--- src/rv_core_pkg.sv ---
`default_nettype none

package rv_core_pkg;

    localparam int xlen           = 32;
    localparam int imem_words     = 64;
    localparam int dmem_words     = 64;
    localparam int imem_addr_bits = $clog2(imem_words);
    localparam int dmem_addr_bits = $clog2(dmem_words);

    typedef enum logic [6:0] {
        opc_load   = 7'd3,
        opc_op_imm = 7'd19,
        opc_store  = 7'd35,
        opc_op     = 7'd51,
        opc_branch = 7'd99,
        opc_jalr   = 7'd103,
        opc_jal    = 7'd111
    } opcode_e;

    typedef struct packed {
        logic [6:0] funct7;
        logic [4:0] rs2;
        logic [4:0] rs1;
        logic [2:0] funct3;
        logic [4:0] rd;
        opcode_e    opcode;
    } r_fmt_t;

    typedef struct packed {
        logic [11:0] imm_11_0;
        logic [4:0]  rs1;
        logic [2:0]  funct3;
        logic [4:0]  rd;
        opcode_e     opcode;
    } i_fmt_t;

    typedef struct packed {
        logic [6:0] imm_11_5;
        logic [4:0] rs2;
        logic [4:0] rs1;
        logic [2:0] funct3;
        logic [4:0] imm_4_0;
        opcode_e    opcode;
    } s_fmt_t;

    typedef struct packed {
        logic       imm_12;      // Also the sign bit
        logic [5:0] imm_10_5;
        logic [4:0] rs2;
        logic [4:0] rs1;
        logic [2:0] funct3;
        logic [3:0] imm_4_1;
        logic       imm_11;
        opcode_e    opcode;
    } b_fmt_t;

    typedef struct packed {
        logic       imm_20;
        logic [9:0] imm_10_1;
        logic       imm_11;
        logic [7:0] imm_19_12;
        logic [4:0] rd;
        opcode_e    opcode;
    } j_fmt_t;

    // One fetched word, read through whichever format applies
    typedef union packed {
        r_fmt_t r_fmt;
        i_fmt_t i_fmt;
        s_fmt_t s_fmt;
        b_fmt_t b_fmt;
        j_fmt_t j_fmt;
    } instr_u;

    typedef enum logic [2:0] {alu_cls_add = 3'd0, alu_cls_sub = 3'd1, alu_cls_funct = 3'd2}
        alu_class_e;

    typedef enum logic [2:0] {alu_add, alu_sub, alu_and, alu_or, alu_xor, alu_slt} alu_op_e;

    typedef enum logic [2:0] {imm_i, imm_s, imm_b, imm_j} imm_sel_e;

    typedef enum logic [1:0] {res_alu, res_mem, res_pc4} result_sel_e;

    typedef struct packed {
        logic        pc_src;     // Redirect fetch
        result_sel_e result_src;
        logic        mem_write;
        logic        alu_src;    // Operand b from immediate
        imm_sel_e    imm_src;
        logic        reg_write;
        alu_class_e  alu_class;
        logic        jalr;       // Target is rs1 + imm
    } ctrl_t;

endpackage

`default_nettype wire

--- src/imm_extend.sv ---
`timescale 1ns/1ps
`default_nettype none

module imm_extend (
    input  rv_core_pkg::instr_u          instr,
    input  rv_core_pkg::imm_sel_e        imm_src,
    output logic [rv_core_pkg::xlen-1:0] imm
);

    logic sign;

    assign sign = instr.j_fmt.imm_20;   // Instruction bit 31 in every format

    always_comb begin
        unique case (imm_src)
            rv_core_pkg::imm_i: imm = {{20{sign}}, instr.i_fmt.imm_11_0};
            rv_core_pkg::imm_s: imm = {{20{sign}}, instr.s_fmt.imm_11_5, instr.s_fmt.imm_4_0};
            rv_core_pkg::imm_b: begin
                imm = {{19{sign}}, instr.b_fmt.imm_12, instr.b_fmt.imm_11,
                       instr.b_fmt.imm_10_5, instr.b_fmt.imm_4_1, 1'b0};
            end
            rv_core_pkg::imm_j: begin
                imm = {{11{sign}}, instr.j_fmt.imm_20, instr.j_fmt.imm_19_12,
                       instr.j_fmt.imm_11, instr.j_fmt.imm_10_1, 1'b0};
            end
            default: imm = '0;
        endcase
    end

endmodule

`default_nettype wire

--- config.mk ---
export PLATFORM = sky130hd
export DESIGN_NAME = imm_extend
export DESIGN_NICKNAME = d
export VERILOG_FILES = /design/src/rv_core_pkg.sv /design/src/imm_extend.sv
export SDC_FILE = /design/constraint.sdc
export NUM_CORES = 1
export LEC_CHECK = 0
export ABC_AREA = 1
export BUFFER_PORTS_ARGS = -buffer_cell sky130_fd_sc_hd__buf_2
export CORE_MARGIN = 3
export CORE_UTILIZATION = 28
export DETAILED_ROUTE_END_ITERATION = 6
export GPL_TIMING_DRIVEN = 0
export MAX_ROUTING_LAYER = met4
export PLACE_DENSITY = 0.92
export SLEW_MARGIN = 40
export SYNTH_ARGS = -nofsm -noshare
export SYNTH_HDL_FRONTEND = slang
export SYNTH_SLANG_ARGS = --single-unit
export TNS_END_PERCENT = 30
--- constraint.sdc ---
create_clock -name vclk -period 1.3
set_clock_uncertainty 0.1 [all_clocks]
set_input_delay 0.195 -clock vclk [all_inputs]
set_output_delay 0.195 -clock vclk [all_outputs]
set_load 0.02 [all_outputs]
After elaboration in Yosys (flattened, before gate mapping) --
Index checks and enable logic that the tools add are counted.
Operators by class: muxes and demuxes 1, reduce and logical (&&, ||, !) cells 1, eq/ne operators 3
Operator list (number):
- $pmux W32 S4 | 1
- $eq A3 B2 Y1 const B | 2
- $eq A3 B1 Y1 const B | 1
- $logic_not A3 Y1 | 1
Storage, ports and cells: bits of input ports 35, register bits 0, word-level logic and storage cells 5

Longest topological paths before layout --
depth in word-level cells 2, mapped depth 6

Worst setup path before layout --
Ideal clock, no wire load.
path type input to output, from input imm_src[2], to output imm[12] (netlist bit), slack -0.199 ns, stages on the path 4, path buffers 1, required time 1.005 ns, arrival time 1.204 ns, cell sequence buf_6 nor2_2 nand2_2 nand2_1
On the way: word-level cells in the longest chain between the ends 2, elaborated cells between the ends (all ways) 5, classes of those cells eq/ne (3); mux (1); reduce/logical (1)
RTL lines:
- start, declared | RTL line imm_extend.sv:6 | input rv_core_pkg::imm_sel_e imm_src,
- $eq A3 B2 Y1, or another cell as far along | RTL line imm_extend.sv:15 | unique case (imm_src)
- $pmux W32 S4 * | RTL line imm_extend.sv:15
- end, declared | RTL line imm_extend.sv:7 | output logic [rv_core_pkg::xlen-1:0] imm
Every way passes the cells marked *; elsewhere a longest branch is shown, timed or not.

Worst setup path after layout --
from input imm_src[2], to output imm[11] (netlist bit)
The elaborated chain is that of the path after synthesis.

==> flow_metrics.env <==
export IMPL_cts_hold_buf=0
export IMPL_antenna_found_initial=0
export IMPL_synth_top_family_by_area="simple AND/OR/NAND/NOR gates"
export IMPL_p_int_mw=0.122
export IMPL_min_path_type="input port to output port"
export IMPL_syn_inst=74
export IMPL_detail_route_first_pass_iterations=4
export IMPL_critPathArrivalTime_ns=0.94
export IMPL_grt_usage_pct=14.1
export IMPL_placed_cells=147
export IMPL_core_area_sq_um=1170
export IMPL_n_sequential_cell=0
export IMPL_ys_top_cells_by_count="nand2_1, buf_4, inv_1"
export IMPL_synth_xor_area_share_pct=0
export IMPL_worstPathRequired_ns=1.00
export IMPL_final_cells=151
export IMPL_grt_max_degree=15
export IMPL_critPathMaxFanout=9
export IMPL_status="finished clean"
export IMPL_p_sw_mw=0.170
export IMPL_power_leakage_nw=0.557
export IMPL_place_detailed_hpwl_um=1140
export IMPL_synthMuxAreaShare_pct=0
export IMPL_nClkBuffers=0
export IMPL_synthAdderAreaFrac_pct=0
export IMPL_slew_violations=0
export IMPL_ys_seq_area_share_pct=0
export IMPL_path_cells="buf_6 -> nor2_4 -> buf_4 -> nand2_1 -> nand3_2 -> buf_2"
export IMPL_syn2layout_area_growth_pct=94.6
export IMPL_synth_compound_area_share_pct=1.35
export IMPL_wl_per_cell_um=8.85
export IMPL_chipHeight_um=42.4
export IMPL_end_kind="output port"
export IMPL_rsz0062_at_grt="false"
export IMPL_ff_latch_area_sq_um=0
export IMPL_drtIter0Drc=8
export IMPL_routed_wl_um=1340
export IMPL_synth_area_sq_um=370
export IMPL_critPathTopFamily="buffers and inverters"
export IMPL_relSlewSlack_pct=88.1
export IMPL_via_per_inst=4.20
export IMPL_crit_path_top_delay_cell="nor2_4"
export IMPL_synth_area_leaders="nand2_1, buf_4, inv_1"
export IMPL_tightest_slew_ns=0.178
export IMPL_diodes=0
export IMPL_grt_pass1_vias=528
export IMPL_min_period_over_period_pct=95.1
export IMPL_period_needed_ns=1.24
export IMPL_critPathMaxStageDelay_ns=0.19
export IMPL_path_class="input port to output port"
export IMPL_yosys_area_top_type="nand2_1"
export IMPL_overflow=0
export IMPL_ir_drop_uv=177
export IMPL_swShare_pct=58.2
export IMPL_portBuffers=59
export IMPL_fmax_ghz=0.809
export IMPL_gp_congestion=0.743
export IMPL_avgSynthCellArea_sq_um=5.00
export IMPL_ios=67
export IMPL_setup_viol=0
export IMPL_crit_path_start_kind="input port"
export IMPL_initial_core_util_pct=31.6
export IMPL_placementRows=12
export IMPL_route_vias_total=634
export IMPL_maxCapViolCount=0
export IMPL_drive_above_1_share_pct=60.6
export IMPL_synth_top_area_share_pct=32.4
export IMPL_worst_path_buf_inv=3
export IMPL_final_hold_viol_count=0
export IMPL_synth_most_common_cell="nand2_1"
export IMPL_finalPower_mw=0.293
export IMPL_grt_pass1_wl_um=2130
export IMPL_nets=174
export IMPL_dieWidth_um=42.4
export IMPL_yosys_warnings=0
export IMPL_synth_simple_area_share_pct=61.5
export IMPL_antenna_left=0
export IMPL_pwr_share_clk_pct=0
export IMPL_p_seq_share_pct=0
export IMPL_die_area_sq_um=1800
export IMPL_post_route_drc_count=0
export IMPL_syn_nets=109
export IMPL_comb_power_share_pct=100.0
export IMPL_cellPowerDensity_nw_per_um2=406
export IMPL_synth_distinct_cells=13
worst min-delay path, stage by stage:
cell    delay (ns)
buf_2         0.09
inv_1         0.04
nor2_1        0.03
buf_2         0.14
cell usage in the layout, fill, tap and decap left out:
| cell type | instances |
|---|---|
| nor2_1 | 7 |
| nand3_2 | 1 |
| inv_4 | 1 |
| buf_2 | 59 |
| inv_1 | 10 |
| nand3_1 | 4 |
| buf_6 | 1 |
| o21ai_0 | 1 |
| nand2_1 | 31 |
| nand4_1 | 1 |
| buf_4 | 15 |
| nor2_4 | 1 |
| nand2_2 | 4 |
| nor2_8 | 1 |
cell type report:
type | instances | area [sq um]
fillers | 117 | 450
repair buffers | 63 | 325
multi-input cells | 51 | 240
plain buffers | 12 | 93.8
inverters | 11 | 43.8
well taps | 14 | 17.5
per-layer routing:
layer	global-route usage, %	up-vias	share of wire, %
li1	-	334	-
met1	16.8	269	32
met2	27.1	31	59
met3	0.858	0	8.9
met4	0	0	0
met5	-	-	0
final timing paths:
check / startpoint / end / cells after the start
hold / removal: instr[25] / imm[5] / 4
setup / recovery: imm_src[2] / imm[11] / 6
cells by family after synthesis:
group,Yosys count
compound gates,1
simple gates,50
buf+inv,23
power by group through the flow:
stage               clock, mW  combinational [mW]  sequential, mW
floorplan                   0               0.175               0
global placement            0               0.277               0
detailed placement          0               0.283               0
CTS                         0               0.284               0
global route                0               0.320               0
finish                      0               0.293               0
per-stage QoR:
step / hold slack (ns) / setup WS, ns / setup TNS, ns / cell area, sq um / utilization, %
after global routing: 0.609 / 0.000171 / 0 / 721 / 61.5
after floorplan: 0.405 / 0.0150 / 0 / 375 / -
after CTS: 0.595 / 0.000951 / 0 / 688 / 58.8
final: 0.594 / 0.0636 / 0 / 721 / 61.5
after global placement: 0.594 / 0.00616 / 0 / 688 / 58.8
after detailed placement: 0.595 / -0.0157 / -0.0725 / 688 / 58.8
what timing repair did:
| action | in CTS | in global routing |
|---|---|---|
| setup endpoints to repair | 8 | 10 |
| resized for setup | 0 | 1 |
| pin swaps | 1 | 1 |
| buffers inserted | 0 | 4 |
Note: power is estimated with default switching activity, not from simulation.
