### config.mk
export PLATFORM = sky130hd
export DESIGN_NAME = data_mem
export DESIGN_NICKNAME = d
export VERILOG_FILES = /design/src/rv_core_pkg.sv /design/src/data_mem.sv
export SDC_FILE = /design/constraint.sdc
export NUM_CORES = 2
export LEC_CHECK = 0
export BUFFER_PORTS_ARGS = -buffer_cell sky130_fd_sc_hd__buf_4
export CELL_PAD_IN_SITES_DETAIL_PLACEMENT = 1
export CELL_PAD_IN_SITES_GLOBAL_PLACEMENT = 1
export CORE_MARGIN = 2
export CORE_UTILIZATION = 25
export CTS_CLUSTER_SIZE = 10
export DETAILED_ROUTE_END_ITERATION = 8
export GPL_TIMING_DRIVEN = 0
export PLACE_DENSITY = 0.53
export SLEW_MARGIN = 20
export SYNTH_ARGS = -nofsm -noshare
export SYNTH_HDL_FRONTEND = slang
export SYNTH_SLANG_ARGS = --single-unit
### constraint.sdc
create_clock -name clk -period 4.05 [get_ports clk]
set_input_delay 0.2025 -clock clk [delete_from_list [all_inputs] [get_ports clk]]
set_output_delay 0.2025 -clock clk [all_outputs]
set_load 0.02 [all_outputs]
### src/rv_core_pkg.sv
`default_nettype none

package rv_core_pkg;

    localparam int xlen           = 32;
    localparam int imem_words     = 64;
    localparam int dmem_words     = 64;
    localparam int imem_addr_bits = $clog2(imem_words);
    localparam int dmem_addr_bits = $clog2(dmem_words);

    typedef enum logic [6:0] {
        opc_load   = 7'd3,
        opc_op_imm = 7'd19,
        opc_store  = 7'd35,
        opc_op     = 7'd51,
        opc_branch = 7'd99,
        opc_jalr   = 7'd103,
        opc_jal    = 7'd111
    } opcode_e;

    typedef struct packed {
        logic [6:0] funct7;
        logic [4:0] rs2;
        logic [4:0] rs1;
        logic [2:0] funct3;
        logic [4:0] rd;
        opcode_e    opcode;
    } r_fmt_t;

    typedef struct packed {
        logic [11:0] imm_11_0;
        logic [4:0]  rs1;
        logic [2:0]  funct3;
        logic [4:0]  rd;
        opcode_e     opcode;
    } i_fmt_t;

    typedef struct packed {
        logic [6:0] imm_11_5;
        logic [4:0] rs2;
        logic [4:0] rs1;
        logic [2:0] funct3;
        logic [4:0] imm_4_0;
        opcode_e    opcode;
    } s_fmt_t;

    typedef struct packed {
        logic       imm_12;      // Also the sign bit
        logic [5:0] imm_10_5;
        logic [4:0] rs2;
        logic [4:0] rs1;
        logic [2:0] funct3;
        logic [3:0] imm_4_1;
        logic       imm_11;
        opcode_e    opcode;
    } b_fmt_t;

    typedef struct packed {
        logic       imm_20;
        logic [9:0] imm_10_1;
        logic       imm_11;
        logic [7:0] imm_19_12;
        logic [4:0] rd;
        opcode_e    opcode;
    } j_fmt_t;

    // One fetched word, read through whichever format applies
    typedef union packed {
        r_fmt_t r_fmt;
        i_fmt_t i_fmt;
        s_fmt_t s_fmt;
        b_fmt_t b_fmt;
        j_fmt_t j_fmt;
    } instr_u;

    typedef enum logic [2:0] {alu_cls_add = 3'd0, alu_cls_sub = 3'd1, alu_cls_funct = 3'd2}
        alu_class_e;

    typedef enum logic [2:0] {alu_add, alu_sub, alu_and, alu_or, alu_xor, alu_slt} alu_op_e;

    typedef enum logic [2:0] {imm_i, imm_s, imm_b, imm_j} imm_sel_e;

    typedef enum logic [1:0] {res_alu, res_mem, res_pc4} result_sel_e;

    typedef struct packed {
        logic        pc_src;     // Redirect fetch
        result_sel_e result_src;
        logic        mem_write;
        logic        alu_src;    // Operand b from immediate
        imm_sel_e    imm_src;
        logic        reg_write;
        alu_class_e  alu_class;
        logic        jalr;       // Target is rs1 + imm
    } ctrl_t;

endpackage

`default_nettype wire

### src/data_mem.sv
`timescale 1ns/1ps
`default_nettype none

module data_mem (
    input  logic                         clk,
    input  logic                         we,
    input  logic [rv_core_pkg::xlen-1:0] addr,
    input  logic [rv_core_pkg::xlen-1:0] wd,
    output logic [rv_core_pkg::xlen-1:0] rd
);

    logic [rv_core_pkg::xlen-1:0]       mem [rv_core_pkg::dmem_words];
    logic [rv_core_pkg::dmem_addr_bits-1:0] idx;

    assign idx = addr[rv_core_pkg::dmem_addr_bits+1:2];   // Byte address to word

    always_ff @(posedge clk) begin
        if (we) begin
            mem[idx] <= wd;
        end
    end

    assign rd = mem[idx];

    // Upper address bits would otherwise alias silently
    a_write_in_range : assert property (@(posedge clk)
        we |-> ((addr >> 2) < rv_core_pkg::dmem_words))
        else $error("store to 0x%08h outside data memory", addr);

endmodule

`default_nettype wire

; Yosys cells after proc, flatten, opt, wreduce, memory -nomap -nowiden
; Memory sizes are Yosys's and may differ from the RTL's.
; Cells that the tools add are included.
; Widths: inputs -> output; s select.
[totals]
reg_bits = 0
latch_bits = 0
ram_bits = 2048
romBits = 0
output_inout_bits = 32
elab_cells = 3
n_memories = 1
[memory_table]
columns = name, depth, width, read_ports, rd_ports_with_merged_regs, write_ports, line
row1 = mem, 64, 32, 1, 0, 1, data_mem.sv:12  ; logic [rv_core_pkg::xlen-1:0] mem [rv_core_pkg::dmem_words];
[op_classes]
addsub = 0
multipliers = 0
div = 0
order_cmp = 0
eq_ne = 0
n_shift = 0
muxes = 2
bitwise = 0
reduce_logical = 0
[op_table]
columns = cell, count
row1 = $mux 1, 2

; Depth between registers and ports, before layout
[logic_depth]
ltp_word = 2
ltp_mapped = 13

; Worst setup path after synthesis
; Ideal clock, no wire load.
[synth_path]
path_kind = input to register
startpoint = input addr[4] (netlist bit)
endpoint = memory mem[15][0] (netlist bit) (enable)
arrival_ns = 3.020
t_required_ns = 3.629
slack_ns = 0.609
path_stages = 8
n_path_buf = 6
path_cell_list = buf_2 -> buf_2 -> buf_2 -> buf_2 -> buf_2 -> buf_2 -> nand3_1 -> nor2_1
[synth_lines]
columns = element, line
row1 = start: declaration, data_mem.sv:7  ; input logic [rv_core_pkg::xlen-1:0] addr,
row2 = end: declaration, data_mem.sv:12
; Straight into the memory's write port.

; Final worst setup path
[layout_path]
startpoint = input addr[2] (netlist bit)
endpoint = memory mem[60][22] (netlist bit) (enable)
; Straight into the memory's write port.

==> summary.md <==
| Metric | Value |
|---|---|
| IO Count | 98 |
| Setup Viol. Count Final | 42 |
| Hold Path Class | primary input to flip-flop |
| Root buffer selected by CTS | clkbuf_16 |
| Commonest non-fill, non-tap cell in the layout | edfxtp_1 |
| Drt first-iter violations | 5601 |
| Mean Syn Cell Area | 18.6 um^2 |
| Worst hold slack | 0.00356 ns |
| Max FFs per register | 2048 |
| CTS Buf Count | 227 |
| GP Congestion | 0.929 |
| CP startpoint kind | primary input |
| First-pass GRT wire length | 382000 um |
| Vias in the first global route | 45300 |
| Initial antenna violation count | 26 |
| Nets@finish | 4688 |
| Final std cells w/o fill | 8828 |
| Outcome | finished with violations |
| Drt pass-1 iters | 6 |
| Placement Cell Area | 86500 um^2 |
| Sink Count | 2048 |
| Fmax | 242 MHz |
| CTS tree | done |
| Power Density | 479 nW/um^2 |
| Biggest register | mem |
| Placed Cells | 8508 |
| Clock buffer depth | 3 |
| Routed via count | 44600 |
| Port buffer count | 70 |
| Max-cap viol count | 0 |
| Final worst setup slack | -0.0894 ns |
| Drt drc | 0 |
| Avg WL per Cell | 31.7 um |
| Final Cell Area | 93600 um^2 |
| Yosys Warn Count | 0 |
| Die area | 318000 um^2 |
| Seq/Total Area, Yosys | 78.6% |
| Synth cell types | 55 |
| Die height | 564 um |
| Area grow syn2layout | 19.6% |
| Detailed-route wire length | 279000 um |
| Headroom to the max-slew limit | 15.9% |
| Vias/cell | 5.05 |
| GRT overflow | 0 |
| Fillers | 31900 |
| WS Path Type | primary input to flip-flop |
| Syn nets | 4273 |
| Slew @ Worst Pin | 1.26 ns |
| Pins Over Slew Limit | 0 |
| CP endpoint kind | flip-flop |
| Worst Path Max Fanout | 19 |
| Worst vdd ir | 0.462 mV |
| EDFF count, synth | 2048 |
| Ys flop type | edfxtp_1 |
| Fin crit share | 102% |
| Fin util | 30.0% |
| Lkg Pwr | 0.0292 uW |
| Total track usage | 17.3% |
| Total power | 44800 uW |
| H-tree depth | 4 |
| Area of the core | 312000 um^2 |
| Dpl hpwl | 186000 um |
| Worst Path Arrival | 4.67 ns |
| Synth Instances | 4207 |
| Asr flop ratio synth | 0% |
| Die extent in x | 564 um |
| Final hold viol count | 0 |
| Initial Util | 25.1% |
| # rows | 205 |
| RSZ-0062 raised after global routing | true |
| Clock transition at path regs | 0.06 ns |
| Antenna Violating Nets Remaining | 0 |
| Commonest cells after routing, fill and taps aside | edfxtp_1, mux2i_1, clkbuf_16, a22oi_1, a221oi_1 |
| Layout cell share with drive strength beyond 1 | 20.5% |
| Top flop regs | mem (2048) |
| Largest net degree at the start of global routing | 65 |
| Cell area after synthesis | 78300 um^2 |
| WP data required | 4.58 ns |
| Seq cells post-synth | 2048 |
| Min Clock Period, post-route | 4.14 ns |
| Violated checks | negative setup slack |
per-stage QoR:
step / setup slack, ns / setup TNS [ns]
after global routing: -0.00635 / -0.00835
after CTS: 0.00295 / 0
after detailed placement: -1.62 / -1690.76
final: -0.0894 / -1.91
after global placement: -3.78 / -5652.06
after floorplan: 0.609 / 0
layer usage:
metal | routed length, um | global-route usage [%] | vias up
li1 | - | - | 18300
met1 | 116000 | 22.6 | 23900
met2 | 130000 | 27.6 | 1875
met3 | 18000 | 2.84 | 521
met4 | 16300 | 9.10 | 0
met5 | 0 | 0 | -
synthesized netlist by cell type (all sizes together), types with 5 or more instances:
cell type  number  area [um^2]
a2111oi        15          131
a211oi         17          128
a21oi         121          606
a221o          15          150
a221oi        175         1530
a222oi         16          160
a22o           66          578
a22oi         188         1410
a31oi          43          269
and2            5         31.3
and3           85          532
buf           129          682
clkbuf        169          638
edfxtp       2048        61500
mux2          147         1660
mux2i         259         2590
mux4           96         2160
nand2          28          105
nand2b         18          113
nand3          54          270
nor2          145          544
nor2b           8         50.1
nor3           22          110
nor4           14         87.6
o21ai          85          425
o221ai          6         52.6
o22a           70          613
o22ai          93          582
o2bb2ai        15          131
or4            15          113
or4b           14          140
report_power, final:
group	total (uW)	leakage [uW]	switching, uW	internal [uW]
registers	23500	0.0184	32.0	23500
logic	3090	0.00780	2240	851
clock network	18200	0.00299	8170	10000
total	44800	0.0292	10400	34400
repair_timing:
item / in CTS / in global routing
hold endpoints to repair: 906 / 0
endpoints found under the setup margin: 543 / 15
gates resized for setup: 208 / 22
setup buffers: 2 / 0
pin swaps: 2 / 0
hold buffers: 25 / 0
layout make-up:
class | count | area, um^2 | share of cell area (%)
Sequential cell | 2048 | 61500 | 65.7
Multi-Input combinational cell | 1859 | 16400 | 17.5
Clock buffer | 261 | 5830 | 6.23
Tap cell | 4140 | 5180 | 5.53
Timing Repair Buffer | 188 | 2710 | 2.90
Buffer | 296 | 1620 | 1.73
Clock inverter | 23 | 332 | 0.354
Antenna cell | 11 | 27.5 | 0.0294
Inverter | 2 | 7.51 | 0.00802
critical path, stage by stage:
cell and delay, ns:
buf_6 0.14, buf_12 0.17, nor2_1 0.54, clkbuf_2 0.52, buf_1 0.74, nand3_1 1.03, nor2_4 0.99, buf_12 0.26
logic make-up after synthesis:
logic type             after synthesis  synth area share (%)
AND/OR/NAND/NOR                    424                  2.83
buffers and inverters              300                  1.70
multiplexers                       502                  8.19
flip-flops                        2048                  78.6
AO/OA/AOI/OAI                      933                  8.73
path summary, 6_finish.rpt:
| path | startpoint | endpoint | slack [ns] | depth (start not counted) |
|---|---|---|---|---|
| worst max-delay path | addr[2] | mem[60][22]$_DFFE_PP_ | -0.09 | 8 |
| worst min-delay path | wd[16] | mem[45][16]$_DFFE_PP_ | 0.004 | 1 |
No activity file was read; power rests on OpenSTA's default activity.
