$ cat src/rv_core_pkg.sv
`default_nettype none

package rv_core_pkg;

    localparam int xlen           = 32;
    localparam int imem_words     = 64;
    localparam int dmem_words     = 64;
    localparam int imem_addr_bits = $clog2(imem_words);
    localparam int dmem_addr_bits = $clog2(dmem_words);

    typedef enum logic [6:0] {
        opc_load   = 7'd3,
        opc_op_imm = 7'd19,
        opc_store  = 7'd35,
        opc_op     = 7'd51,
        opc_branch = 7'd99,
        opc_jalr   = 7'd103,
        opc_jal    = 7'd111
    } opcode_e;

    typedef struct packed {
        logic [6:0] funct7;
        logic [4:0] rs2;
        logic [4:0] rs1;
        logic [2:0] funct3;
        logic [4:0] rd;
        opcode_e    opcode;
    } r_fmt_t;

    typedef struct packed {
        logic [11:0] imm_11_0;
        logic [4:0]  rs1;
        logic [2:0]  funct3;
        logic [4:0]  rd;
        opcode_e     opcode;
    } i_fmt_t;

    typedef struct packed {
        logic [6:0] imm_11_5;
        logic [4:0] rs2;
        logic [4:0] rs1;
        logic [2:0] funct3;
        logic [4:0] imm_4_0;
        opcode_e    opcode;
    } s_fmt_t;

    typedef struct packed {
        logic       imm_12;      // Also the sign bit
        logic [5:0] imm_10_5;
        logic [4:0] rs2;
        logic [4:0] rs1;
        logic [2:0] funct3;
        logic [3:0] imm_4_1;
        logic       imm_11;
        opcode_e    opcode;
    } b_fmt_t;

    typedef struct packed {
        logic       imm_20;
        logic [9:0] imm_10_1;
        logic       imm_11;
        logic [7:0] imm_19_12;
        logic [4:0] rd;
        opcode_e    opcode;
    } j_fmt_t;

    // One fetched word, read through whichever format applies
    typedef union packed {
        r_fmt_t r_fmt;
        i_fmt_t i_fmt;
        s_fmt_t s_fmt;
        b_fmt_t b_fmt;
        j_fmt_t j_fmt;
    } instr_u;

    typedef enum logic [2:0] {alu_cls_add = 3'd0, alu_cls_sub = 3'd1, alu_cls_funct = 3'd2}
        alu_class_e;

    typedef enum logic [2:0] {alu_add, alu_sub, alu_and, alu_or, alu_xor, alu_slt} alu_op_e;

    typedef enum logic [2:0] {imm_i, imm_s, imm_b, imm_j} imm_sel_e;

    typedef enum logic [1:0] {res_alu, res_mem, res_pc4} result_sel_e;

    typedef struct packed {
        logic        pc_src;     // Redirect fetch
        result_sel_e result_src;
        logic        mem_write;
        logic        alu_src;    // Operand b from immediate
        imm_sel_e    imm_src;
        logic        reg_write;
        alu_class_e  alu_class;
        logic        jalr;       // Target is rs1 + imm
    } ctrl_t;

endpackage

`default_nettype wire

$ cat src/alu.sv
`timescale 1ns/1ps
`default_nettype none

module alu (
    input  logic                               clk,
    input  logic                               rst_n,
    input  rv_core_pkg::instr_u                instr,
    input  rv_core_pkg::alu_class_e            alu_class,
    input  logic [rv_core_pkg::xlen-1:0]       a,
    input  logic [rv_core_pkg::xlen-1:0]       b,
    output logic [rv_core_pkg::xlen-1:0]       result,
    output logic                               eq
);

    rv_core_pkg::alu_op_e op;
    logic                 is_r_type;

    assign is_r_type = (instr.r_fmt.opcode == rv_core_pkg::opc_op);

    // Pick the operation actually performed
    always_comb begin
        op = rv_core_pkg::alu_add;
        unique case (alu_class)
            rv_core_pkg::alu_cls_add: op = rv_core_pkg::alu_add;
            rv_core_pkg::alu_cls_sub: op = rv_core_pkg::alu_sub;
            rv_core_pkg::alu_cls_funct: begin
                unique case (instr.r_fmt.funct3)
                    3'b000: begin
                        // addi has no funct7, its immediate lives there
                        if (is_r_type && instr.r_fmt.funct7[5]) begin
                            op = rv_core_pkg::alu_sub;
                        end else begin
                            op = rv_core_pkg::alu_add;
                        end
                    end
                    3'b010:  op = rv_core_pkg::alu_slt;
                    3'b100:  op = rv_core_pkg::alu_xor;
                    3'b110:  op = rv_core_pkg::alu_or;
                    3'b111:  op = rv_core_pkg::alu_and;
                    default: op = rv_core_pkg::alu_add;   // Shifts unsupported
                endcase
            end
            default: op = rv_core_pkg::alu_add;
        endcase
    end

    always_comb begin
        unique case (op)
            rv_core_pkg::alu_add: result = a + b;
            rv_core_pkg::alu_sub: result = a - b;
            rv_core_pkg::alu_and: result = a & b;
            rv_core_pkg::alu_or:  result = a | b;
            rv_core_pkg::alu_xor: result = a ^ b;
            rv_core_pkg::alu_slt: begin
                result = {{(rv_core_pkg::xlen-1){1'b0}}, ($signed(a) < $signed(b))};
            end
            default: result = a + b;
        endcase
    end

    assign eq = (a == b);   // Branch compare

    a_eq_matches_sub : assert property (@(posedge clk) disable iff (!rst_n)
        (alu_class == rv_core_pkg::alu_cls_sub) |-> (eq == (result == '0)))
        else $error("eq flag disagrees with subtraction result");

endmodule

`default_nettype wire

$ cat config.mk
export PLATFORM = sky130hd
export DESIGN_NAME = alu
export DESIGN_NICKNAME = d
export VERILOG_FILES = /design/src/rv_core_pkg.sv /design/src/alu.sv
export SDC_FILE = /design/constraint.sdc
export NUM_CORES = 1
export LEC_CHECK = 0
export BUFFER_PORTS_ARGS = -buffer_cell sky130_fd_sc_hd__buf_2
export CORE_MARGIN = 3
export CORE_UTILIZATION = 60
export DETAILED_ROUTE_END_ITERATION = 10
export GPL_ROUTABILITY_DRIVEN = 0
export PLACE_DENSITY = 0.89
export SLEW_MARGIN = 10
export SYNTH_ARGS = -nofsm -noshare
export SYNTH_HDL_FRONTEND = slang
export SYNTH_SLANG_ARGS = --single-unit
$ cat constraint.sdc
create_clock -name vclk -period 9.4
set_input_delay 0.94 -clock vclk [all_inputs]
set_output_delay 0.94 -clock vclk [all_outputs]
set_load 0.02 [all_outputs]
== Yosys cells after proc, flatten, opt, wreduce, memory -nomap -nowiden ==
Index checks and enable logic that the tools add are counted.
Operators by class
  $add $sub $neg: 2
  bitwise gates (word level): 3
  $lt $le $gt $ge: 1
  equal/unequal tests: 13
  reductions and logical operators: 2
  mux-type cells: 4
Operators with widths (count)
  32-bit one-hot mux with 5 select lines: 1
  32-bit adder: 1
  32-bit AND: 1
  32-bit equality test: 1
  32-bit less-than comparator: 1
  32-bit bitwise OR: 1
  32-bit subtractor: 1
  32-bit bitwise XOR: 1
  3-bit equality test, second input constant: 5
  3-bit one-hot mux with 5 select lines: 1
  3-bit by 2-bit equality test with 1-bit output, second input constant: 4
  7-bit by 6-bit equality test with 1-bit output, second input constant: 1
  3-bit by 1-bit equality test with 1-bit output, second input constant: 2
  3-bit one-hot mux with 2 select lines: 1
  3-bit logical NOT: 1
  1-bit logical AND: 1
  1-bit 2-to-1 mux: 1
Word-level totals
  logic and storage cells: 25
  output and inout bits: 33
  bits of input ports: 101
  register bits: 0

== Longest topological paths before layout ==
  depth in word-level cells: 7
  mapped depth: 14
  mapped depth without buffers: 14

== Least setup slack after synthesis ==
No wires, ideal clock.
  path type: input to output
  from: in a[0] (netlist bit)
  to: out result[18] (netlist bit)
  required time: 8460 ps
  data arrival time: 3454 ps
  setup slack: 5006 ps
  buffers on the path: 0
  stages: 14
  path through: inv_1 -> ha_1 -> inv_1 -> fa_1 -> nor2b_1 -> o21ai_2 -> a211oi_4 -> or3_1 -> a211oi_1 -> o21bai_1 -> a21o_1 -> a21o_1 -> a211oi_1 -> o21ai_1
On the way
  longest elaborated chain between the ends: 2
  elaborated cells on any way between the ends: 3
  classes of those cells: add/sub: 2; mux: 1
RTL lines
  start: declaration: line alu.sv:9  | input logic [rv_core_pkg::xlen-1:0] a,
  32-bit adder / 32-bit subtractor (equally long branches): line alu.sv:49, alu.sv:57, alu.sv:50
  32-bit one-hot mux with 5 select lines (*): line alu.sv:48  | unique case (op)
  end: declaration: line alu.sv:11  | output logic [rv_core_pkg::xlen-1:0] result,
Mark *: on every way between the ends. The rest lies on a longest branch, timed or not.

== Final worst setup path ==
  from: in b[0] (netlist bit)
  to: out result[28] (netlist bit)
On the way
  longest elaborated chain between the ends: 2
  elaborated cells on any way between the ends: 3
  classes of those cells: add/sub: 2; mux: 1
RTL lines
  start: declaration: line alu.sv:10  | input logic [rv_core_pkg::xlen-1:0] b,
  32-bit adder / 32-bit subtractor (equally long branches): line alu.sv:49, alu.sv:57, alu.sv:50
  32-bit one-hot mux with 5 select lines (*): line alu.sv:48
Marks and branches as above.

==> impl_metrics.csv <==
group,metric,value,unit
finish,multi_input_area,0.00458,mm2
finish,syn2layout_area_growth,6.28,%
route,ant_nets,0,
pwr,power_density,68.3,mW/mm2
logic_synthesis,ys_warn_count,0,
worst_setup_path,cp.buffers_inverters,3,
worst_setup_path,crit_type,"in -> out",
finish,seq_cells,0,
finish,drive_gt1_share,16.3,%
logic_synthesis,syn_inst,805,
timing,max_slew_margin,29.7,%
finish,seqCellArea,0,um2
worst_setup_path,crit_chain,"buf_2 > ha_1 > inv_1 > fa_1 > nor2b_1 > o21ai_0 > a21oi_1 > o211ai_2 > a21oi_1 > a211oi_1 > o31ai_2 > a31oi_2 > xnor2_1 > a221o_1 > buf_2",
route,dr_total_vias,6224,
logic_synthesis,yosysSeqAreaShare,0,%
worst_setup_path,cp_slowest_cell,"o31ai_2",
clock_tree,holdBufCountCts,0,
finish,fin_area,0.00567,mm2
grt,gr-usage-all-layers,29.1,%
worst_setup_path,cp_max_fo,4,
timing,period_share,54.9,%
worst_setup_path,critPathArrivalTime,4220,ps
timing,max_freq,194,MHz
timing,setup_viol,0,
die,io_pins,134,
run,cap_violations,0,
timing,period_minus_slack,5160,ps
die,rows,33,
worst_setup_path,crit_family,"compound AO/OA/AOI/OAI gates",
worst_setup_path,endpoint_kind,"primary output",
grt,grt-ovfl-total,0,
route,routed_wl,15300,um
grt,grt_pass1_wl,25300,um
route,drt-vias-per-instance,6.34,
die,core_area,0.00842,mm2
die,start_util,63.4,%
die,die_w,100,um
timing,hold_viol_final,0,
logic_synthesis,syn-num-nets,1004,
logic_synthesis,ys_types,84,
die,die_area,0.0101,mm2
timing,finalSetupTns,0,ps
route,wl_per_cell,15.6,um
logic_synthesis,synth.cell_area,0.00534,mm2
worst_setup_path,cp-start-kind,"input port",
place,dpl-instance-area,0.00567,mm2
die,die_h,100,um
finish,clkbuf_count,0,
outcome,outcome,"finished clean",
worst_setup_path,critPathMaxStageDelay,430,ps
pwr,ir_worst_vdd,0.0000429,V
route,first_pass_iters,5,
timing,drv_slew,0,
route,drt_iter0_markers,535,
finish,nFillCells,818,
pwr,p_leak,0.00285,uW
timing,rsz0062_at_grt,"false",
finish,diodes,0,
route,drc,0,
timing,tightest_slew,1050,ps
clock_tree,cts_resized,0,
place,port_buffers,111,
grt,grt_max_degree,70,
timing,holdWs,2530,ps
grt,grt_antenna_before_repair,0,
clock_tree,postCtsSetupRepairBufs,0,
grt,grt_pass1_vias,5567,
logic_synthesis,syn_area_per_cell,6.63,um2
worst_setup_path,cp.required,8460,ps
finish,finalNetCount,1077,
min_path,min_path_type,"in -> out",
place,dp_hpwl,11900,um
-- worst paths after layout --
check             start         end  slack [ps]  depth (start not counted)
setup / recovery   b[0]  result[28]        4240                         15
hold / removal     a[1]   result[1]        2530                          5
-- placed cells by master, fill, tap and decap left out, drive strengths merged, types with 15 or more instances in the layout --
master  instances
nor2b          15
inv            94
nor2           85
buf           117
a211oi         20
o21bai         15
ha             96
nor3           17
o21ai          78
a21oi          83
nand2          67
xnor2          16
-- power breakdown --
group          leakage, uW  internal (uW)  switching (uW)
logic              0.00285            145             243
registers                0              0               0
clock network            0              0               0
-- per-layer routing --
layer / global-route usage, % / wire (um) / vias up
met2: 47.1 / 6660 / 392
met3: 2.22 / 1830 / 44
met5: 0 / 0 / -
met1: 41.9 / 6480 / 2791
met4: 6.74 / 368 / 0
li1: - / - / 2997
-- tightest hold or removal path, delay by kind of cell --
family | cells | cell delay [ps]
multiplexers | 1 | 70
buffers and inverters | 3 | 400
adder cells (fa/ha/maj) | 1 | 170
-- area by class of cell --
cell class	count	share of cell area (%)
multi-input combinational	665	80.7
timing repair buffer	117	10.6
inverter	94	6.35
tap	105	2.32
-- Yosys cell counts, types with 8 or more instances --
master    number  share of area, %
nand2b_1       8              0.94
nor4_1        11               1.3
a21oi_1       82               7.7
clkbuf_8      12               3.1
mux2i_1        9               1.7
a31oi_1       12               1.4
o211ai_1      13               1.8
a211oi_1      19               2.7
nor3_1        17               1.6
ha_1          96                23
nor2b_1       15               1.8
inv_1         92               6.5
nand3_1        9              0.84
o21ai_0       66               6.2
nor2_1        84               5.9
xnor2_1       16               2.6
o21ai_1       10              0.94
a21o_1        12               1.7
buf_6         14               3.0
nand2_1       67               4.7
clkbuf_1      15               1.1
o21bai_1      15               2.1
-- cell families (layout without fill, tap and decap cells) --
| logic type | Yosys count | in the layout | share of synthesized area (%) |
|---|---|---|---|
| multiplexers | 10 | 10 | 1.90 |
| buffers and inverters | 140 | 211 | 14.3 |
| adder cells (fa/ha/maj) | 98 | 98 | 23.3 |
| XOR/XNOR | 18 | 18 | 2.95 |
| AO/OA/AOI/OAI | 291 | 291 | 35.3 |
| AND/OR/NAND/NOR | 248 | 248 | 22.3 |
-- per-stage QoR --
step	power, uW	std cells	setup WS, ps	util [%]
after floorplan	292	805	5010	-
after global routing	425	981	4090	67.3
after detailed placement	378	981	4360	67.3
final	387	981	4240	67.3
after global placement	373	981	4380	67.3
after CTS	380	981	4350	67.3
No activity file was read; power rests on OpenSTA's default activity.
