**src/program.hex**
```
// One instruction word per line, word address 0 first
// The text after each word is its address and assembly
00700093  // 00 addi x1, x0, 7
00500113  // 04 addi x2, x0, 5
002081B3  // 08 add  x3, x1, x2
00302023  // 0C sw   x3, 0(x0)
402081B3  // 10 sub  x3, x1, x2
00302223  // 14 sw   x3, 4(x0)
0020F1B3  // 18 and  x3, x1, x2
00302423  // 1C sw   x3, 8(x0)
0020E1B3  // 20 or   x3, x1, x2
00302623  // 24 sw   x3, 12(x0)
0020C1B3  // 28 xor  x3, x1, x2
00302823  // 2C sw   x3, 16(x0)
001121B3  // 30 slt  x3, x2, x1
00302A23  // 34 sw   x3, 20(x0)
FF708213  // 38 addi x4, x1, -9
00402C23  // 3C sw   x4, 24(x0)
FFF0A293  // 40 slti x5, x1, -1
00502E23  // 44 sw   x5, 28(x0)
00002303  // 48 lw   x6, 0(x0)
02602023  // 4C sw   x6, 32(x0)
5D600393  // 50 addi x7, x0, 1494
5D738393  // 54 addi x7, x7, 1495
00208463  // 58 beq  x1, x2, +8
02102223  // 5C sw   x1, 36(x0)
00318463  // 60 beq  x3, x3, +8
02702423  // 64 sw   x7, 40(x0)
0140046F  // 68 jal  x8, +20
02902623  // 6C sw   x9, 44(x0)
06300013  // 70 addi x0, x0, 99
02002823  // 74 sw   x0, 48(x0)
0000006F  // 78 jal  x0, 0
02802423  // 7C sw   x8, 40(x0)
000404E7  // 80 jalr x9, 0(x8)

```
**src/rv_core_pkg.sv**
```systemverilog
`default_nettype none

package rv_core_pkg;

    localparam int xlen           = 32;
    localparam int imem_words     = 64;
    localparam int dmem_words     = 64;
    localparam int imem_addr_bits = $clog2(imem_words);
    localparam int dmem_addr_bits = $clog2(dmem_words);

    typedef enum logic [6:0] {
        opc_load   = 7'd3,
        opc_op_imm = 7'd19,
        opc_store  = 7'd35,
        opc_op     = 7'd51,
        opc_branch = 7'd99,
        opc_jalr   = 7'd103,
        opc_jal    = 7'd111
    } opcode_e;

    typedef struct packed {
        logic [6:0] funct7;
        logic [4:0] rs2;
        logic [4:0] rs1;
        logic [2:0] funct3;
        logic [4:0] rd;
        opcode_e    opcode;
    } r_fmt_t;

    typedef struct packed {
        logic [11:0] imm_11_0;
        logic [4:0]  rs1;
        logic [2:0]  funct3;
        logic [4:0]  rd;
        opcode_e     opcode;
    } i_fmt_t;

    typedef struct packed {
        logic [6:0] imm_11_5;
        logic [4:0] rs2;
        logic [4:0] rs1;
        logic [2:0] funct3;
        logic [4:0] imm_4_0;
        opcode_e    opcode;
    } s_fmt_t;

    typedef struct packed {
        logic       imm_12;      // Also the sign bit
        logic [5:0] imm_10_5;
        logic [4:0] rs2;
        logic [4:0] rs1;
        logic [2:0] funct3;
        logic [3:0] imm_4_1;
        logic       imm_11;
        opcode_e    opcode;
    } b_fmt_t;

    typedef struct packed {
        logic       imm_20;
        logic [9:0] imm_10_1;
        logic       imm_11;
        logic [7:0] imm_19_12;
        logic [4:0] rd;
        opcode_e    opcode;
    } j_fmt_t;

    // One fetched word, read through whichever format applies
    typedef union packed {
        r_fmt_t r_fmt;
        i_fmt_t i_fmt;
        s_fmt_t s_fmt;
        b_fmt_t b_fmt;
        j_fmt_t j_fmt;
    } instr_u;

    typedef enum logic [2:0] {alu_cls_add = 3'd0, alu_cls_sub = 3'd1, alu_cls_funct = 3'd2}
        alu_class_e;

    typedef enum logic [2:0] {alu_add, alu_sub, alu_and, alu_or, alu_xor, alu_slt} alu_op_e;

    typedef enum logic [2:0] {imm_i, imm_s, imm_b, imm_j} imm_sel_e;

    typedef enum logic [1:0] {res_alu, res_mem, res_pc4} result_sel_e;

    typedef struct packed {
        logic        pc_src;     // Redirect fetch
        result_sel_e result_src;
        logic        mem_write;
        logic        alu_src;    // Operand b from immediate
        imm_sel_e    imm_src;
        logic        reg_write;
        alu_class_e  alu_class;
        logic        jalr;       // Target is rs1 + imm
    } ctrl_t;

endpackage

`default_nettype wire

```
**src/fetch_unit.sv**
```systemverilog
`timescale 1ns/1ps
`default_nettype none

module fetch_unit (
    input  logic                         clk,
    input  logic                         rst_n,
    input  logic                         pc_src,
    input  logic                         jalr,
    input  logic [rv_core_pkg::xlen-1:0] imm,
    input  logic [rv_core_pkg::xlen-1:0] alu_result,
    output logic [rv_core_pkg::xlen-1:0] pc,
    output logic [rv_core_pkg::xlen-1:0] pc_plus4,
    output rv_core_pkg::instr_u          instr
);

    logic [31:0]                  rom [rv_core_pkg::imem_words];
    logic [rv_core_pkg::xlen-1:0] pc_target;
    logic [rv_core_pkg::xlen-1:0] pc_next;

    initial begin
        $readmemh("/design/src/program.hex", rom);
    end

    assign pc_plus4  = pc + 32'd4;
    assign pc_target = pc + imm;        // Branch and jal target

    always_comb begin
        if (!pc_src) begin
            pc_next = pc_plus4;
        end else if (jalr) begin
            pc_next = {alu_result[rv_core_pkg::xlen-1:1], 1'b0};
        end else begin
            pc_next = pc_target;
        end
    end

    always_ff @(posedge clk) begin
        if (!rst_n) begin
            pc <= '0;
        end else begin
            pc <= pc_next;
        end
    end

    assign instr = rom[pc[rv_core_pkg::imem_addr_bits+1:2]];

    a_pc_aligned : assert property (@(posedge clk) disable iff (!rst_n) pc[1:0] == 2'b00)
        else $error("PC 0x%08h not word aligned", pc);

endmodule

`default_nettype wire

```
**config.mk**
```make
export PLATFORM = sky130hd
export DESIGN_NAME = fetch_unit
export DESIGN_NICKNAME = d
export VERILOG_FILES = /design/src/rv_core_pkg.sv /design/src/fetch_unit.sv
export SDC_FILE = /design/constraint.sdc
export NUM_CORES = 1
export LEC_CHECK = 0
export BUFFER_PORTS_ARGS = -buffer_cell sky130_fd_sc_hd__buf_2
export CORE_ASPECT_RATIO = 1.1
export CORE_UTILIZATION = 49
export DETAILED_ROUTE_END_ITERATION = 7
export GPL_TIMING_DRIVEN = 0
export PLACE_DENSITY = 0.82
export SYNTH_ARGS = -nofsm -noshare
export SYNTH_HDL_FRONTEND = slang
export SYNTH_SLANG_ARGS = --single-unit
```
**constraint.sdc**
```tcl
create_clock -name clk -period 3.9 [get_ports clk]
set_input_delay 0.78 -clock clk [delete_from_list [all_inputs] [get_ports clk]]
set_output_delay 0.78 -clock clk [all_outputs]
set_load 0.03 [all_outputs]
```
Word-level counts from Yosys, hierarchy flattened
Index checks and enable logic that the tools add are counted.
{ "classes": {"n_mux": 2, "add_sub_neg": 2} }
{ "ops": {"columns": ["operator", "count"], "rows": [
  ["$mux W32", 2],
  ["$add A32 B3 Y32 const B", 1],
  ["$add A32 B32 Y32", 1]
]} }
{ "word_totals": {"regBits": 32, "word_cells": 5, "inputBits": 68} }

Logic depth before layout (Yosys ltp)
{ "logic_depth": {"ltp_word": 3, "ltp_mapped": 10, "ltp_nobuf": 10} }

Worst setup path after synthesis
OpenSTA, ideal clock, no wires.
{ "synth_path": {"path_type": "input to register", "start": "in imm[0] in the netlist's numbering", "end": "reg pc[30] in the netlist's numbering", "t_arrival_ns": 2.949, "path_stages": 10, "setup_ns": 0.138, "path_slack_ns": 0.813, "path_buffers": 0, "required_time_ns": 3.762, "cell_sequence": "ha_1 -> fa_1 -> a21o_1 -> a221oi_2 -> o31ai_4 -> o221a_4 -> a22oi_4 -> o31a_2 -> mux2i_1 -> a21oi_1"} }
{ "synth_via": {"elab_chain_cells": 3} }
{ "synth_lines": {"columns": ["element", "line_no", "source"], "rows": [
  ["start: declaration", "fetch_unit.sv:9", "input logic [rv_core_pkg::xlen-1:0] imm,"],
  ["$add A32 B32 Y32", "fetch_unit.sv:25", "assign pc_target = pc + imm;"],
  ["$mux W32", "fetch_unit.sv:30", "end else if (jalr) begin"],
  ["$mux W32", "fetch_unit.sv:28", "if (!pc_src) begin"],
  ["end signal: assignment", "fetch_unit.sv:41", "pc <= pc_next;"],
  ["end: declaration", "fetch_unit.sv:11", "output logic [rv_core_pkg::xlen-1:0] pc,"]
]} }
Every way passes these cells.
A chain may end at the register's enable or synchronous reset.

Worst setup path after layout
{ "layout_path": {"start": "reg pc[2] in the netlist's numbering", "end": "out pc_plus4[27] in the netlist's numbering"} }
{ "layout_via": {"elab_chain_cells": 1} }
{ "layout_lines": {"columns": ["element", "line_no", "source"], "rows": [
  ["$add A32 B3 Y32", "fetch_unit.sv:24", "assign pc_plus4 = pc + 32'd4;"],
  ["end: declaration", "fetch_unit.sv:12", "output logic [rv_core_pkg::xlen-1:0] pc_plus4,"]
]} }
Every way passes these cells.

==> results.txt <==
- The flow ran to the end, and the final reports show no timing, DRC or antenna violations.
- Register clock-pin slew on the reported worst setup and hold paths: about 80 ps
- Share of synthesized registers carrying an async set or reset: 0%
- During I/O placement, the number of pins put on the boundary was 164.
- Largest regs: pc (32)
- The number of antenna diodes in the final layout is 0.
- Post-synthesis instance total: between 400 and 500
* Cell Count Post-Placement: between 700 and 800
- For this run, the top clock speed supported by timing is 0.277 GHz.
- In this run the worst path has a maximum fanout of 6.
- Post-synth design cell area: around 0.0038 mm2
- Utilization of the core after routing: 64.0%
* Hold buffer count at cts: 0
- Leading register cell type out of synthesis: sky130_fd_sc_hd__dfxtp_1
* Classification of the worst setup path: reg2out
- For this configuration, the core starts out at a cell density of between 50 and 60%.
- Final routed wirelength across all metal layers: between 10,000 and 15,000 um
- The worst pin sits at a relative slew slack of about a quarter.
- Counting the buffers created by CTS gives 5.
- After global routing the overflow that remains totals 0.
* CP required: between 3000 and 4000 ps
* Kind of launch point of the worst setup path: register
- Setup_tns: 0 ps
* Final net count: ~750
- Die area: between 0.008 and 0.009 mm2
- Core box area: 0.00751 mm2
* Number of max-cap violations: 0
- The H-tree generated during clock tree synthesis spans 2 levels.
* Number of distinct library cells after synthesis: 67
* Via count of the first global-routing pass: 3,959
- Number of cells upsized or downsized after cts: 0
- Clock tree root buffer cell: sky130_fd_sc_hd__clkbuf_8
* Number of enable-type register cells in the synthesized netlist: 0
- Setup violations remaining at the end of the flow were counted as 0.
- Routed vias: between 4,000 and 5,000
- Clock period minus worst slack: approximately 3600 ps
- After detailed routing, the number of remaining DRC violations is 0.
* Number of flip-flops under the largest register name: 32
* Worst min-delay path category: reg2reg
- The initial antenna violation count is 0.
- First-pass GRT wire length: between 15,000 and 20,000 um
* RSZ-0062 raised after global routing: no
* DRC violation total after the first TritonRoute iteration: between 100 and 150
- X dimension of the die: 86.2 um
* Element type at the critical path end: primary output
* Ratio of cells with drive above 1 in the final layout: a little under a third
* GRT Resource Usage Total: 29.6%
- The total count of max-transition violations in the final report is 0.
* Syn_area_per_cell: roughly 8.0 um2
- Slew at the pin closest to its max-slew limit: approximately 1100 ps
- The clock net in this run drives a total of 32 sinks.
* Vertical die dimension: about 95 um
* Placement Rows: 33
- For the worst setup path, the data arrival time is 2830 ps.
- The analysis attributes to cell leakage a power of about 2.5 nW.
* Half-perimeter wire length of the detailed placement result: approximately 9400 um
- Worst skew pair latency: 300 ps
* Largest clock skew in the final design: roughly 14 ps
- Post-synthesis sequential area ratio: 16.8%
- Count of placed standard cells in the final layout, fillers left out: about 750
- Largest net degree at the start of global routing: 11
* Peak VDD IR: ~0.18 mV
* Final RePlAce weighted congestion: roughly 0.94
* Hold violation total from the final report: 0
* Growth of design area from synthesis to finish: 25.9%
- Once detail routing completed, the nets flagged for antenna violations numbered 0.
- CTS tree: done
- Layout filler cell count: around 720
- The placed instances occupy a cell area of about 0.0047 mm2.
* Finished layout cell area: 0.00481 mm2
* Register bit total from synthesis: 32
* Count of input and output buffers: between 100 and 150
- During synthesis, Yosys emitted a total of 0 warnings.
- Final Cycle Share: between 90% and 100%
- Initial DRT Pass Iterations: 5
* Post-CTS setup-driven buffer insertion count: 0
* Register with the most flip-flops: pc
* Drt via density: between 5 and 6
- Max Buffers Root-to-Sink: 2
* Wire per inst: around 16 um
* Pwr/cell area: 310 mW/mm2
## kinds of logic (layout without fill, tap and decap cells)
logic type | count (synthesis) | after routing | synth area share [%]
muxes | 16 | 16 | 4.29
xor gates and xnor gates | 47 | 47 | 11.4
AOI/OAI and AO/OA | 151 | 151 | 28.3
buffers and inverters | 59 | 195 | 10.1
adders and majority gates | 33 | 33 | 11.0
other | 1 | 32 | 0.0982
and+or+nand+nor | 138 | 138 | 18.1
DFF | 32 | 32 | 16.8
## synthesized netlist by cell type, drive strengths merged, types with 4 or more instances
master	count	share of area (%)
nand2	51	5.0
a21oi	43	5.6
buf	42	8.3
xnor2	33	8.2
dfxtp	32	17
ha	32	10
nor2	23	2.5
o21ai	23	3.0
o211ai	19	3.7
nand3	16	2.4
a21o	14	2.8
xor2	14	3.2
mux2i	13	3.4
nand4	12	2.0
o211a	11	2.9
clkbuf	10	0.98
nor3	9	1.2
a31oi	7	1.1
and3	7	1.2
inv	6	0.59
a211oi	5	1.2
and4	4	1.0
nor2b	4	0.66
## final timing paths
check	start	endpoint	slack [ps]	cells past startpoint
hold reg to reg	pc[0]$_SDFFE_PN0P_	pc[0]$_SDFFE_PN0P_	580	2
setup reg to reg	pc[0]$_SDFFE_PN0P_	pc[30]$_SDFF_PN0_	1000	10
setup / recovery	pc[2]$_SDFF_PN0_	pc_plus4[27]	290	6
hold / removal	pc[0]$_SDFFE_PN0P_	pc[0]$_SDFFE_PN0P_	580	2
## through the flow
stage               hold slack [ps]  setup WS [ps]  power, mW
floorplan                       679            813      0.994
global placement                552            485       1.18
detailed placement              571            457       1.19
CTS                             582            326       1.48
global route                    644           18.7       1.57
finish                          584            292       1.49
## per-layer routing
layer	global-route usage, %	vias up	share of wire, %
li1	-	2040	-
met1	35.7	1919	41
met2	50.6	197	48
met3	5.68	25	7.8
met4	14.0	0	2.4
met5	0	-	0
## layout make-up
| cell class | instances | area, um2 | area share (%) |
|---|---|---|---|
| Buffer | 53 | 362 | 7.52 |
| Clock buffer | 7 | 96.3 | 2.00 |
| Inverter | 6 | 22.5 | 0.468 |
| Multi-Input combinational cell | 417 | 2910 | 60.5 |
| Sequential cell | 32 | 641 | 13.3 |
| Tap cell | 105 | 131 | 2.73 |
| Timing Repair Buffer | 129 | 646 | 13.4 |
## critical path, stage by stage, from the launching register on
cell,delay (ps)
sky130_fd_sc_hd__dfxtp_1,450
sky130_fd_sc_hd__and3_1,190
sky130_fd_sc_hd__nand3_1,200
sky130_fd_sc_hd__nor4_1,990
sky130_fd_sc_hd__nand2_1,170
sky130_fd_sc_hd__xnor2_1,280
sky130_fd_sc_hd__buf_2,250
## power breakdown
group          total (mW)  internal, mW  switching (mW)
sequential          0.407         0.358          0.0497
clock               0.295         0.158           0.138
combinational       0.788         0.298           0.490
total                1.49         0.813           0.678
## layout by cell type (no fill, tap or decap), drive strengths merged, types with 6 or more instances in the layout
master,synthesis,layout
o211a,11,11
and3,7,7
buf,42,171
nand3,16,16
nor3,9,9
dfxtp,32,32
a21o,14,14
xnor2,33,33
inv,6,6
clkbuf,10,17
xor2,14,14
a21oi,43,43
nand4,12,12
mux2i,13,13
nand2,51,51
a31oi,7,7
o21ai,23,23
conb,1,32
nor2,23,23
ha,32,32
o211ai,19,19
No activity file was read; power rests on OpenSTA's default activity.
